## src/rtl/dma_defines.svh

```systemverilog
// dma engine constants: widths, fifo levels, control bits and max tlp payload
`ifndef DMA_DEFINES_SVH
`define DMA_DEFINES_SVH

// pcie payload, check the max payload size of the link
`define DMA_MAX_PAYLOAD_DW    32
`define DMA_MAX_PAYLOAD_BYTES 128

`define DMA_SIZE_W    21  // transfer size in bytes, 1 MB max
`define DMA_ADDR_W    32
`define DMA_SAMPLE_W  64
`define DMA_TX_BUF_MIN 1  // tx_buf_av must be above this

// sample fifo, one full tlp is 16 quadwords
`define DMA_FIFO_DEPTH      64
`define DMA_FIFO_PROG_EMPTY 16  // prog_empty below this
`define DMA_FIFO_PROG_FULL  48  // prog_full at or above this

// control register bits
`define DMA_CTRL_DMAE_BIT   0
`define DMA_CTRL_DMAIE_BIT  1
`define DMA_CTRL_DMARST_BIT 2

`endif

```

## src/rtl/dma_types_pkg.sv

```systemverilog
// dma engine data types for addresses, sizes, payloads, counters and samples
`default_nettype none

`include "dma_defines.svh"

package dma_types_pkg;

    typedef logic [`DMA_ADDR_W-1:0]   host_addr_t;   // host byte address
    typedef logic [`DMA_SIZE_W-1:0]   dma_size_t;    // transfer size in bytes
    typedef logic [7:0]               payload_dw_t;  // tlp payload in DW
    typedef logic [14:0]              tlp_count_t;   // tlps left in a transfer

    // one fifo word, two 32 bit samples
    typedef logic [`DMA_SAMPLE_W-1:0] sample_t;

    typedef logic [2:0]               buf_index_t;   // wraps after 8 buffers
    typedef logic [31:0]              ctrl_reg_t;

endpackage

`default_nettype wire

```

## src/rtl/dma_state_pkg.sv

```systemverilog
// state encodings of the dma request and msi interrupt state machines
`default_nettype none

package dma_state_pkg;

    typedef enum logic [2:0] {
        REQ_IDLE,        // waiting for a dma request
        REQ_FIRST,       // first tlp of a buffer
        REQ_NEXT,        // following tlps
        REQ_WAIT_COMPL,  // tx engine busy with the tlp
        REQ_END          // buffer finished, one cycle
    } req_state_e;

    typedef enum logic {IRQ_IDLE, IRQ_WAIT_RDY} irq_state_e;

endpackage

`default_nettype wire

```

## src/rtl/tlp_plan_if.sv

```systemverilog
// handshake between the request state machine and the tlp splitter
`timescale 1ns/10ps
`default_nettype none

interface tlp_plan_if;

    logic load;     // latch first tlp
    logic advance;  // latch next tlp
    logic clear;    // zero the payload
    logic more;     // tlps still to issue

    modport fsm_mp (
        output load, advance, clear,
        input  more
    );

    modport split_mp (
        input  load, advance, clear,
        output more
    );

endinterface

`default_nettype wire

```

## src/rtl/tlp_splitter.sv

```systemverilog
// tlp splitter: cuts a transfer into max payload tlps plus a remainder tlp
`timescale 1ns/10ps
`default_nettype none

`include "dma_defines.svh"

module tlp_splitter (
    input  wire                       pcie_user_clk,
    input  wire                       pcie_user_rst_n,
    input  dma_types_pkg::dma_size_t  dma_size_i,
    input  dma_types_pkg::host_addr_t dma_ha_i,
    tlp_plan_if.split_mp              plan,
    output dma_types_pkg::payload_dw_t payload_dw_o,
    output dma_types_pkg::host_addr_t  host_addr_o
);

    logic [`DMA_SIZE_W-3:0]      size_dw;     // transfer size in DW
    dma_types_pkg::tlp_count_t   full_tlps;
    dma_types_pkg::payload_dw_t  rem_dw;      // DW left after the full tlps
    dma_types_pkg::tlp_count_t   tlps_to_go;  // full tlps after the current one
    logic                        rem_pending; // remainder tlp not yet issued
    logic                        loaded;

    assign size_dw   = dma_size_i[`DMA_SIZE_W-1:2];  // bytes below one DW dropped
    assign full_tlps = dma_types_pkg::tlp_count_t'(size_dw / `DMA_MAX_PAYLOAD_DW);
    assign rem_dw    = dma_types_pkg::payload_dw_t'(size_dw % `DMA_MAX_PAYLOAD_DW);

    // before load: anything to send at all, after: anything beyond the current tlp
    assign plan.more = loaded ? ((tlps_to_go != '0) || rem_pending) : (size_dw != '0);

    always_ff @(posedge pcie_user_clk) begin
        if (!pcie_user_rst_n) begin
            payload_dw_o <= '0;
            host_addr_o  <= '0;
            tlps_to_go   <= '0;
            rem_pending  <= 1'b0;
            loaded       <= 1'b0;
        end else if (plan.clear) begin
            payload_dw_o <= '0;
            loaded       <= 1'b0;
        end else if (plan.load) begin
            loaded      <= 1'b1;
            host_addr_o <= dma_ha_i;  // base address
            if (full_tlps == '0) begin  // short transfer, single remainder tlp
                payload_dw_o <= rem_dw;
                tlps_to_go   <= '0;
                rem_pending  <= 1'b0;
            end else begin
                payload_dw_o <= dma_types_pkg::payload_dw_t'(`DMA_MAX_PAYLOAD_DW);
                tlps_to_go   <= full_tlps - 1'b1;
                rem_pending  <= (rem_dw != '0);
            end
        end else if (plan.advance) begin
            host_addr_o <= host_addr_o + `DMA_MAX_PAYLOAD_BYTES;
            if (tlps_to_go != '0) begin
                payload_dw_o <= dma_types_pkg::payload_dw_t'(`DMA_MAX_PAYLOAD_DW);
                tlps_to_go   <= tlps_to_go - 1'b1;
            end else begin
                payload_dw_o <= rem_dw;  // last one, the remainder
                rem_pending  <= 1'b0;
            end
        end
    end

endmodule

`default_nettype wire

```

## src/rtl/dma_req_fsm.sv

```systemverilog
// dma request state machine: issues write tlp requests and counts finished buffers
`timescale 1ns/10ps
`default_nettype none

`include "dma_defines.svh"

module dma_req_fsm (
    input  wire                        pcie_user_clk,
    input  wire                        pcie_user_rst_n,
    input  wire                        dma_en_i,
    input  wire                        host_addr_valid_i,
    input  wire  [5:0]                 tx_buf_av_i,
    input  wire                        fifo_prog_empty_i,
    input  wire                        dma_tlp_compl_done_i,
    tlp_plan_if.fsm_mp                 plan,
    output logic                       tlp_req_o,
    output logic                       req_end_o,
    output dma_types_pkg::buf_index_t  buf_index_o
);

    dma_state_pkg::req_state_e state;
    logic [2:0] dmae_r;    // enable delay line
    logic       req_flag;  // enable rise seen, request pending
    logic       tx_ready;
    logic       abort;

    // tx buffers free and a full tlp worth of samples in the fifo
    assign tx_ready = (tx_buf_av_i > 6'(`DMA_TX_BUF_MIN)) && !fifo_prog_empty_i;

    assign plan.load    = (state == dma_state_pkg::REQ_FIRST) && plan.more && tx_ready;
    assign plan.advance = (state == dma_state_pkg::REQ_NEXT) && plan.more && tx_ready;

    // enable dropped while stuck waiting
    assign abort = !dma_en_i && (
        ((state inside {dma_state_pkg::REQ_FIRST, dma_state_pkg::REQ_NEXT})
            && plan.more && !tx_ready) ||
        ((state == dma_state_pkg::REQ_WAIT_COMPL) && !dma_tlp_compl_done_i));

    assign plan.clear = ((state == dma_state_pkg::REQ_NEXT) && !plan.more) || abort;
    assign req_end_o  = (state == dma_state_pkg::REQ_END);

    //////////////////////////////
    // request sequencing
    //////////////////////////////
    always_ff @(posedge pcie_user_clk) begin
        if (!pcie_user_rst_n) begin
            state       <= dma_state_pkg::REQ_IDLE;
            dmae_r      <= '0;
            req_flag    <= 1'b0;
            tlp_req_o   <= 1'b0;
            buf_index_o <= '0;  // start at buffer 0
        end else begin
            dmae_r <= {dmae_r[1:0], dma_en_i};
            if (dmae_r[2:1] == 2'b01)  // rising edge of DMAE
                req_flag <= 1'b1;

            case (state)
                dma_state_pkg::REQ_IDLE: begin
                    if (req_flag && host_addr_valid_i)  // host must set the address first
                        state <= dma_state_pkg::REQ_FIRST;
                end
                dma_state_pkg::REQ_FIRST: begin
                    req_flag <= 1'b0;
                    if (!plan.more) begin  // under one DW, nothing to send
                        state <= dma_state_pkg::REQ_IDLE;
                    end else if (plan.load) begin
                        tlp_req_o <= 1'b1;
                        state     <= dma_state_pkg::REQ_WAIT_COMPL;
                    end else if (abort) begin
                        state <= dma_state_pkg::REQ_IDLE;
                    end
                end
                dma_state_pkg::REQ_NEXT: begin
                    if (!plan.more) begin  // buffer done
                        buf_index_o <= buf_index_o + 1'b1;
                        state       <= dma_state_pkg::REQ_END;
                    end else if (plan.advance) begin
                        tlp_req_o <= 1'b1;
                        state     <= dma_state_pkg::REQ_WAIT_COMPL;
                    end else if (abort) begin
                        state <= dma_state_pkg::REQ_IDLE;
                    end
                end
                dma_state_pkg::REQ_WAIT_COMPL: begin  // tx engine draining the fifo
                    if (dma_tlp_compl_done_i) begin
                        tlp_req_o <= 1'b0;
                        state     <= dma_state_pkg::REQ_NEXT;
                    end else if (abort) begin
                        tlp_req_o <= 1'b0;
                        state     <= dma_state_pkg::REQ_IDLE;
                    end
                end
                dma_state_pkg::REQ_END: state <= dma_state_pkg::REQ_IDLE;
                default:                state <= dma_state_pkg::REQ_IDLE;
            endcase
        end
    end

endmodule

`default_nettype wire

```

## src/rtl/msi_irq_fsm.sv

```systemverilog
// msi interrupt state machine: delayed buffer-end interrupt and completion status
`timescale 1ns/10ps
`default_nettype none

module msi_irq_fsm (
    input  wire  pcie_user_clk,
    input  wire  pcie_user_rst_n,
    input  wire  irq_en_i,
    input  wire  req_end_i,
    input  wire  cfg_interrupt_rdy_i,
    output logic cfg_interrupt_o,
    output logic dma_done_o
);

    dma_state_pkg::irq_state_e state;
    logic [1:0] start_r;  // req_end delay line

    always_ff @(posedge pcie_user_clk) begin
        if (!pcie_user_rst_n) begin
            state           <= dma_state_pkg::IRQ_IDLE;
            start_r         <= '0;
            cfg_interrupt_o <= 1'b0;
            dma_done_o      <= 1'b0;
        end else begin
            start_r <= {start_r[0], req_end_i};
            case (state)
                dma_state_pkg::IRQ_IDLE: begin
                    if (irq_en_i && start_r[1]) begin
                        cfg_interrupt_o <= 1'b1;
                        dma_done_o      <= 1'b1;  // sticky until reset
                        state           <= dma_state_pkg::IRQ_WAIT_RDY;
                    end
                end
                dma_state_pkg::IRQ_WAIT_RDY: begin
                    if (cfg_interrupt_rdy_i) begin  // core took the msi
                        cfg_interrupt_o <= 1'b0;
                        state           <= dma_state_pkg::IRQ_IDLE;
                    end
                end
                default: state <= dma_state_pkg::IRQ_IDLE;
            endcase
        end
    end

endmodule

`default_nettype wire

```

## src/rtl/sample_fifo.sv

```systemverilog
// sample fifo: first-word-fall-through buffer with level flags and pcie byte order
`timescale 1ns/10ps
`default_nettype none

`include "dma_defines.svh"

module sample_fifo (
    input  wire                     pcie_user_clk,
    input  wire                     pcie_user_rst_n,
    input  wire                     flush_i,
    input  wire                     wr_en_i,
    input  dma_types_pkg::sample_t  data_i,
    input  wire                     rd_en_i,
    output dma_types_pkg::sample_t  data_o,
    output logic                    prog_empty_o,
    output logic                    prog_full_o
);

    localparam int AW = $clog2(`DMA_FIFO_DEPTH);

    dma_types_pkg::sample_t mem [0:`DMA_FIFO_DEPTH-1];
    dma_types_pkg::sample_t head;
    logic [AW-1:0] wr_ptr;
    logic [AW-1:0] rd_ptr;
    logic [AW:0]   count;       // occupancy
    logic [AW:0]   count_nxt;
    logic          do_wr;
    logic          do_rd;

    assign do_wr     = wr_en_i && (count != (AW+1)'(`DMA_FIFO_DEPTH)) && !flush_i;
    assign do_rd     = rd_en_i && (count != '0) && !flush_i;
    assign count_nxt = flush_i ? '0 : count + do_wr - do_rd;

    always_ff @(posedge pcie_user_clk) begin
        if (do_wr)
            mem[wr_ptr] <= data_i;  // payload only
    end

    always_ff @(posedge pcie_user_clk) begin
        if (!pcie_user_rst_n || flush_i) begin
            wr_ptr       <= '0;
            rd_ptr       <= '0;
            count        <= '0;
            prog_empty_o <= 1'b1;
            prog_full_o  <= 1'b0;
        end else begin
            wr_ptr       <= wr_ptr + do_wr;  // pointers wrap at depth
            rd_ptr       <= rd_ptr + do_rd;
            count        <= count_nxt;
            prog_empty_o <= count_nxt < `DMA_FIFO_PROG_EMPTY;
            prog_full_o  <= count_nxt >= `DMA_FIFO_PROG_FULL;
        end
    end

    // head word, byte reversed in each 32 bit half for pcie
    assign head = mem[rd_ptr];
    for (genvar i = 0; i < `DMA_SAMPLE_W / 8; i++) begin : g_swap
        assign data_o[i*8 +: 8] = head[(i ^ 3)*8 +: 8];
    end

endmodule

`default_nettype wire

```

## src/rtl/pci_dma_engine.sv

```systemverilog
// pcie dma engine top: request, tlp splitting, msi interrupt and sample buffering
`timescale 1ns/10ps
`default_nettype none

`include "dma_defines.svh"

module pci_dma_engine (
    input  wire                         pcie_user_clk,
    input  wire                         pcie_user_rst_n,
    // registers
    input  dma_types_pkg::ctrl_reg_t    control_reg_i,
    input  dma_types_pkg::dma_size_t    dma_size_i,      // bytes
    input  dma_types_pkg::host_addr_t   dma_ha_ch0_i,
    // pcie core
    input  wire  [5:0]                  tx_buf_av_i,     // transmit buffers available
    input  wire                         cfg_interrupt_rdy_i,
    output logic                        cfg_interrupt_o,
    // tx engine
    input  wire                         fifo_rd_en_i,
    input  wire                         dma_tlp_compl_done_i,
    output logic                        tlp_req_o,
    output dma_types_pkg::payload_dw_t  dma_tlp_payload_size_o,  // DW
    output dma_types_pkg::host_addr_t   host_addr_tx_o,
    output dma_types_pkg::sample_t      dma_data_tx_o,
    // samples
    input  dma_types_pkg::sample_t      adc_data_i,
    input  wire                         adc_data_en_i,
    output logic                        data_ready_ch0_o,
    // status
    output logic [7:0]                  dma_status_o
);

    logic dmae;
    logic dmaie;
    logic dma_rst;
    logic ha_valid;
    logic prog_empty;
    logic prog_full;
    logic req_end;
    logic dma_done;
    dma_types_pkg::buf_index_t buf_index;

    tlp_plan_if u_plan ();

    //////////////////////////////
    // control and status
    //////////////////////////////
    assign dmae     = control_reg_i[`DMA_CTRL_DMAE_BIT];
    assign dmaie    = control_reg_i[`DMA_CTRL_DMAIE_BIT];
    assign dma_rst  = control_reg_i[`DMA_CTRL_DMARST_BIT];  // flushes the fifo
    assign ha_valid = (dma_ha_ch0_i != '0);  // no dma to address 0

    assign data_ready_ch0_o = !prog_full;  // source throttle
    assign dma_status_o     = {3'b000, prog_empty, dma_done, buf_index};

    tlp_splitter u_splitter (
        .pcie_user_clk   (pcie_user_clk),
        .pcie_user_rst_n (pcie_user_rst_n),
        .dma_size_i      (dma_size_i),
        .dma_ha_i        (dma_ha_ch0_i),
        .plan            (u_plan.split_mp),
        .payload_dw_o    (dma_tlp_payload_size_o),
        .host_addr_o     (host_addr_tx_o)
    );

    dma_req_fsm u_req_fsm (
        .pcie_user_clk        (pcie_user_clk),
        .pcie_user_rst_n      (pcie_user_rst_n),
        .dma_en_i             (dmae),
        .host_addr_valid_i    (ha_valid),
        .tx_buf_av_i          (tx_buf_av_i),
        .fifo_prog_empty_i    (prog_empty),
        .dma_tlp_compl_done_i (dma_tlp_compl_done_i),
        .plan                 (u_plan.fsm_mp),
        .tlp_req_o            (tlp_req_o),
        .req_end_o            (req_end),
        .buf_index_o          (buf_index)
    );

    msi_irq_fsm u_irq_fsm (
        .pcie_user_clk       (pcie_user_clk),
        .pcie_user_rst_n     (pcie_user_rst_n),
        .irq_en_i            (dmaie),
        .req_end_i           (req_end),
        .cfg_interrupt_rdy_i (cfg_interrupt_rdy_i),
        .cfg_interrupt_o     (cfg_interrupt_o),
        .dma_done_o          (dma_done)
    );

    sample_fifo u_fifo (
        .pcie_user_clk   (pcie_user_clk),
        .pcie_user_rst_n (pcie_user_rst_n),
        .flush_i         (dma_rst),
        .wr_en_i         (adc_data_en_i),
        .data_i          (adc_data_i),
        .rd_en_i         (fifo_rd_en_i),
        .data_o          (dma_data_tx_o),  // already byte swapped
        .prog_empty_o    (prog_empty),
        .prog_full_o     (prog_full)
    );

endmodule

`default_nettype wire

```

## config.mk

```make
export PLATFORM = sky130hd
export DESIGN_NAME = pci_dma_engine
export DESIGN_NICKNAME = d
export VERILOG_FILES = /design/src/rtl/dma_types_pkg.sv /design/src/rtl/dma_state_pkg.sv /design/src/rtl/tlp_plan_if.sv /design/src/rtl/tlp_splitter.sv /design/src/rtl/dma_req_fsm.sv /design/src/rtl/msi_irq_fsm.sv /design/src/rtl/sample_fifo.sv /design/src/rtl/pci_dma_engine.sv
export VERILOG_INCLUDE_DIRS = /design/src /design/src/rtl
export SDC_FILE = /design/constraint.sdc
export NUM_CORES = 2
export LEC_CHECK = 0
export BUFFER_PORTS_ARGS = -buffer_cell sky130_fd_sc_hd__buf_2
export CAP_MARGIN = 20
export CORE_UTILIZATION = 55
export CTS_BUF_LIST = sky130_fd_sc_hd__clkbuf_8
export DETAILED_ROUTE_END_ITERATION = 7
export PLACE_DENSITY = 0.73
export SLEW_MARGIN = 20
export SYNTH_ARGS = -nofsm -noshare
export SYNTH_HDL_FRONTEND = slang
export SYNTH_SLANG_ARGS = --single-unit
```

## constraint.sdc

```tcl
create_clock -name pcie_user_clk -period 4.61 [get_ports pcie_user_clk]
set_input_delay 0 -clock pcie_user_clk [delete_from_list [all_inputs] [get_ports pcie_user_clk]]
set_output_delay 0 -clock pcie_user_clk [all_outputs]
set_load 0.05 [all_outputs]
```

# Word level (Yosys, flattened, before mapping)
# Memories as Yosys holds them, arrays and structs flattened. A register that Yosys moved wholly into a read port is not among the register bits.
# Cells that the tools add are included.
# op_classes
add_sub_neg	8
n_lt_le_gt_ge	3
eq_ne	15
mux	40
bitwise	4
reduce_logical	48
# ops
op	count
$mux 32	2
$mux 15	4
$add 32x8->32 const B	1
$reduce_bool 32->1	1
$mux 3	7
$reduce_bool 19->1	1
$mux 6	3
$mux 1	17
$logic_and 1x1->1	16
$mux 8	2
$logic_not 15->1	1
$reduce_bool 15->1	1
$sub 14x1->15 const B	1
$sub 15x1->15 const B	1
$add 6x1->6	2
$pmux 3 s4	1
$logic_not 1->1	8
$ne 2x1->1 const B	4
$ne 2x2->1 const B	4
$reduce_and 2->1	4
$reduce_bool 8->1	1
$add 7x1->7	1
$ge 7x6->1 const B	1
$lt 7x5->1 const B	1
21 further kinds	33
# word_totals
register_bits	94
ramBits	4096
in_bits	161
out_inout_bits	115
wordCells	138
n_memories	1
# memory_table
name	depth	width	rd	rd_clocked_by_memory_dff	wr	line	source
u_fifo.mem	64	64	1	1	1	sample_fifo.sv:21	dma_types_pkg::sample_t mem [0:`DMA_FIFO_DEPTH-1];

# Logic depth before layout (Yosys ltp)
# logic_depth
depth_word	11
depth_mapped	16
ltp_nobuf	16

# Modules after synthesis
# From an unflattened synthesis, not the netlist that was laid out.
# hier_totals
hier_cells	7281
area_unflattened_um2	161386.0
# by_module_without_submodules
mod	n_inst	cells_per_inst	area_per_inst_um2	seq_area_each_um2
sample_fifo	1	6767	157270.8	123418.4
tlp_splitter	1	422	3299.4	1101.1
dma_req_fsm	1	59	528.0	220.2
msi_irq_fsm	1	15	167.7	100.1
pci_dma_engine	1	18	120.1	0.0

# Least setup slack after synthesis
# No wires, ideal clock.
# synth_timing
path_kind	register to register
startpoint	register u_fifo.count[2]
endpoint	memory u_fifo.mem[62][0] (netlist bit), enable pin
setup_time_ps	487
t_arrival_ps	4106
required_time_ps	4123
slack_ps	17
stages_incl_launch_ff	9
period_less_slack_ps	4593
path_cell_list	dfxtp_1 inv_1 ha_1 nand2_1 nor3_1 a21oi_1 nor2b_1 nand3_1 nor2_1
# synth_via
elab_chain_cells	5
# synth_rtl
item	line	source
start: declaration	sample_fifo.sv:25	logic [AW:0] count;
start signal: assignment	sample_fifo.sv:49	count <= count_nxt;
$ne 7x7->1	sample_fifo.sv:30	assign do_wr = wr_en_i && (count != (AW+1)'(`DMA_FIFO_DEPTH)) && !flush_i;
$logic_and 1x1->1 (2 in series)	sample_fifo.sv:30	
$mux 1	sample_fifo.sv:35	if (do_wr)
$mux 1 (implied by the code)	sample_fifo.sv:36	mem[wr_ptr] <= data_i;
end: declaration	sample_fifo.sv:21	
# Every way passes these cells.

==> impl_metrics.json <==
{
  "start_util_pct": 55.3,
  "gp_congestion": 0.835,
  "synth_mux_area_share_pct": 16.1,
  "sequentialPowerShare_pct": 55.8,
  "synth_edf_count": 4096,
  "r2r_start": "u_splitter.tlps_to_go[0]",
  "avgSynthCellArea_sq_um": 21.8,
  "holdPathStages": 2,
  "max_freq_ghz": 0.218,
  "p_sw_share_pct": 22.9,
  "grt_pass1_vias": 86400,
  "wl_per_cell_um": 35.7,
  "grt_max_degree": 96,
  "worstPathArrival_ns": 4.59,
  "p_sw_mw": 17.2,
  "synth_top_family_by_area": "multiplexers",
  "worstMarginPinSlew_ns": 1.19,
  "cts.htree.levels": 6,
  "via_per_inst": 6.81,
  "period_share_pct": 99.7,
  "min_path_type": "primary input to flop",
  "async_flop_share_pct": 0,
  "post-synth-top-count-cell": "edfxtp_1",
  "antenna_found_initial": 34,
  "fin_skew_ns": 0.0966,
  "clk_pin_slew_ns": 0.06,
  "nFillCells": 18600,
  "synth_top_area_share_pct": 76.4,
  "hpwlAfterDp_um": 230000,
  "synth-simple-area-share_pct": 1.77,
  "cp-end-kind": "output pin",
  "r2r_cells": 11,
  "power.internal_mw": 58.0,
  "num_rows": 198,
  "r2r-end": "u_splitter.tlps_to_go[7]",
  "cp_data_required_time_ns": 4.61,
  "slew_violations": 0,
  "hold_slack_ns": 0.0790,
  "startpoint": "u_fifo.rd_ptr[2]",
  "grt_first_pass_wirelength_um": 640000,
  "worstHoldEndpoint": "u_fifo.mem[19][0]",
  "slew_headroom_pct": 20.7,
  "die_area_sq_um": 295000,
  "cts_made_buffers": 647,
  "die_y_um": 543,
  "drc": 1,
  "first_pass_iters": 8,
  "cts_root_buffer": "clkbuf_8",
  "yosysWarningCount": 0,
  "cp-start-kind": "flop",
  "cellPowerDensity_nw_per_um2": 405,
  "nets": 8668,
  "drtIter0Drc": 13200,
  "outcome": "finished with violations",
  "synth.yosys.seq_area_share_pct": 77.6,
  "fin_crit_ns": 4.59,
  "critPathKind": "flop to output pin",
  "total_power_mw": 75.2,
  "cts_tree": "built",
  "worst_slack_ns": 0.0159,
  "finalWirelength_um": 460000,
  "clock_latency_ns": 1.28,
  "ant_nets": 0,
  "area_growth_pct": 15.2,
  "syn_area_sq_um": 161000,
  "synthXorXnorAreaFrac_pct": 0.109,
  "preCtsSetupSlack_ns": 0.908,
  "setup_violations": 0,
  "synth_top_area_cell": "edfxtp_1",
  "leakage_nw": 58.3,
  "cts_sinks": 4188,
  "grt-ovfl-total": 0,
  "clockBufferDepth": 4,
  "grt_usage_pct": 31.2,
  "finalSetupTns_ns": 0,
  "ys_types": 78,
  "path_max_fanout": 67,
  "port_buffers": 238,
  "ioPinCount": 276,
  "synthCells": 7380,
  "synthAdderAreaFrac_pct": 0.152,
  "p_comb_share_pct": 5.7,
  "drive_above_1_share_pct": 27.2,
  "postLayoutCoreUtil_pct": 63.7,
  "ir_drop_mv": 0.302,
  "synth-main-ff-cell": "edfxtp_1",
  "synth_area_leaders": "edfxtp_1 76%, mux4_2 14%, mux2i_1 2.4%",
  "reg2reg_slack_ns": 0.17,
  "synth-compound-area-share_pct": 3.02,
  "synthTopCellsByCount": "4096 x edfxtp_1, 981 x mux4_2, 385 x mux2i_1, 283 x nand2_1, 192 x clkbuf_1",
  "ys_ff_latch": 4188,
  "final_hold_viol_count": 0,
  "cap_violations": 0,
  "clockPowerShare_pct": 38.5,
  "violations": "design-rule violations",
  "hp-start": "adc_data_i[0]",
  "core_region_area_sq_um": 291000,
  "vias": 87800,
  "dieWidth_um": 543
}
[worst max-delay path: stages, from the launching register on]
cell and delay, ns:
dfxtp_4 0.69, inv_8 0.42, buf_12 0.35, mux4_2 0.36, o21ai_0 0.10, o21ai_0 0.94, buf_2 0.42
[worst max-delay path by stage]
stage | endpoint | slack (ns) | cells past startpoint
floorplan | u_fifo.mem[62][0] | 0.02 | 8
global placement | dma_data_tx_o[4] | 0.97 | 7
detailed placement | dma_data_tx_o[4] | 0.91 | 7
CTS | dma_data_tx_o[25] | 0.03 | 7
global route | u_splitter.tlps_to_go[7] | -0.006 | 11
finish | dma_data_tx_o[61] | 0.02 | 6
[logic make-up (layout without fill, tap and decap cells)]
| family | Yosys count | in the layout |
|---|---|---|
| multiplexers | 1369 | 1369 |
| adder cells (fa/ha/maj) | 19 | 19 |
| AND/OR/NAND/NOR | 629 | 629 |
| AO/OA/AOI/OAI | 703 | 703 |
| flip-flops | 4188 | 4188 |
| other | 1 | 18 |
| XOR/XNOR | 20 | 20 |
| buffers and inverters | 451 | 2051 |
[what timing repair did]
item	in CTS	in global routing
endpoints found under the hold margin	4188	224
hold buffers	319	7
gates resized for setup	8	3
setup buffers	8	0
endpoints found under the setup margin	46	9
[power by group through the flow]
| stage | Sequential [mW] | Combinational, mW | Clock, mW |
|---|---|---|---|
| detailed placement | 42.7 | 3.99 | 0 |
| global route | 41.9 | 4.57 | 30.7 |
| CTS | 41.9 | 4.28 | 29.2 |
| global placement | 42.7 | 3.90 | 0 |
| floorplan | 42.7 | 2.51 | 0 |
| finish | 41.9 | 4.31 | 28.9 |
[metrics by stage]
step,std cells,cell area [sq um]
4_1_cts,12900,185000
5_1_grt,12900,185000
6_report,12900,185000
2_1_floorplan,7384,161000
3_3_place_gp,11400,170000
3_5_place_dp,11400,170000
[cell type report]
| class | count | area, sq um | share of cell area [%] |
|---|---|---|---|
| Inverter | 30 | 125 | 0.0675 |
| Clock buffer | 653 | 8990 | 4.85 |
| Timing Repair Buffer | 876 | 8960 | 4.83 |
| Tap cell | 3900 | 4880 | 2.63 |
| Multi-Input combinational cell | 2745 | 34700 | 18.7 |
| Antenna cell | 13 | 32.5 | 0.0175 |
| Clock inverter | 492 | 2910 | 1.57 |
| Sequential cell | 4188 | 125000 | 67.3 |
[metal layers]
metal  wire, um  global-route usage [%]  part of all wire (%)
met4      20500                    12.8                   4.5
met3      62000                    8.40                    13
met5        115                       0                 0.025
met2     213000                    47.9                    46
met1     164000                    42.6                    36
[flip-flops by register name (all words and copies together) (netlist names), 6 cells and up]
register / flops
u_splitter.host_addr_o: 32
u_splitter.payload_dw_o: 6
u_splitter.tlps_to_go: 15
u_fifo.wr_ptr: 6
u_fifo.mem: 4096
u_fifo.rd_ptr: 6
u_fifo.count: 7
[cell usage in the layout (no fill, tap or decap), types with 27 or more instances in the layout]
cell type	count
a2111oi_0	64
inv_1	256
nor2_4	64
clkbuf_8	653
o221ai_1	48
mux4_2	981
a211o_1	27
clkinv_2	49
nand2_1	282
buf_4	185
clkinv_1	138
edfxtp_1	4096
o22ai_1	134
dfxtp_1	86
a21oi_1	136
o21ai_0	98
buf_12	166
mux2i_1	385
buf_2	201
nor2_1	103
dlygate4sd3_1	322
a22oi_1	32
Power figures use the tool's default switching activity.
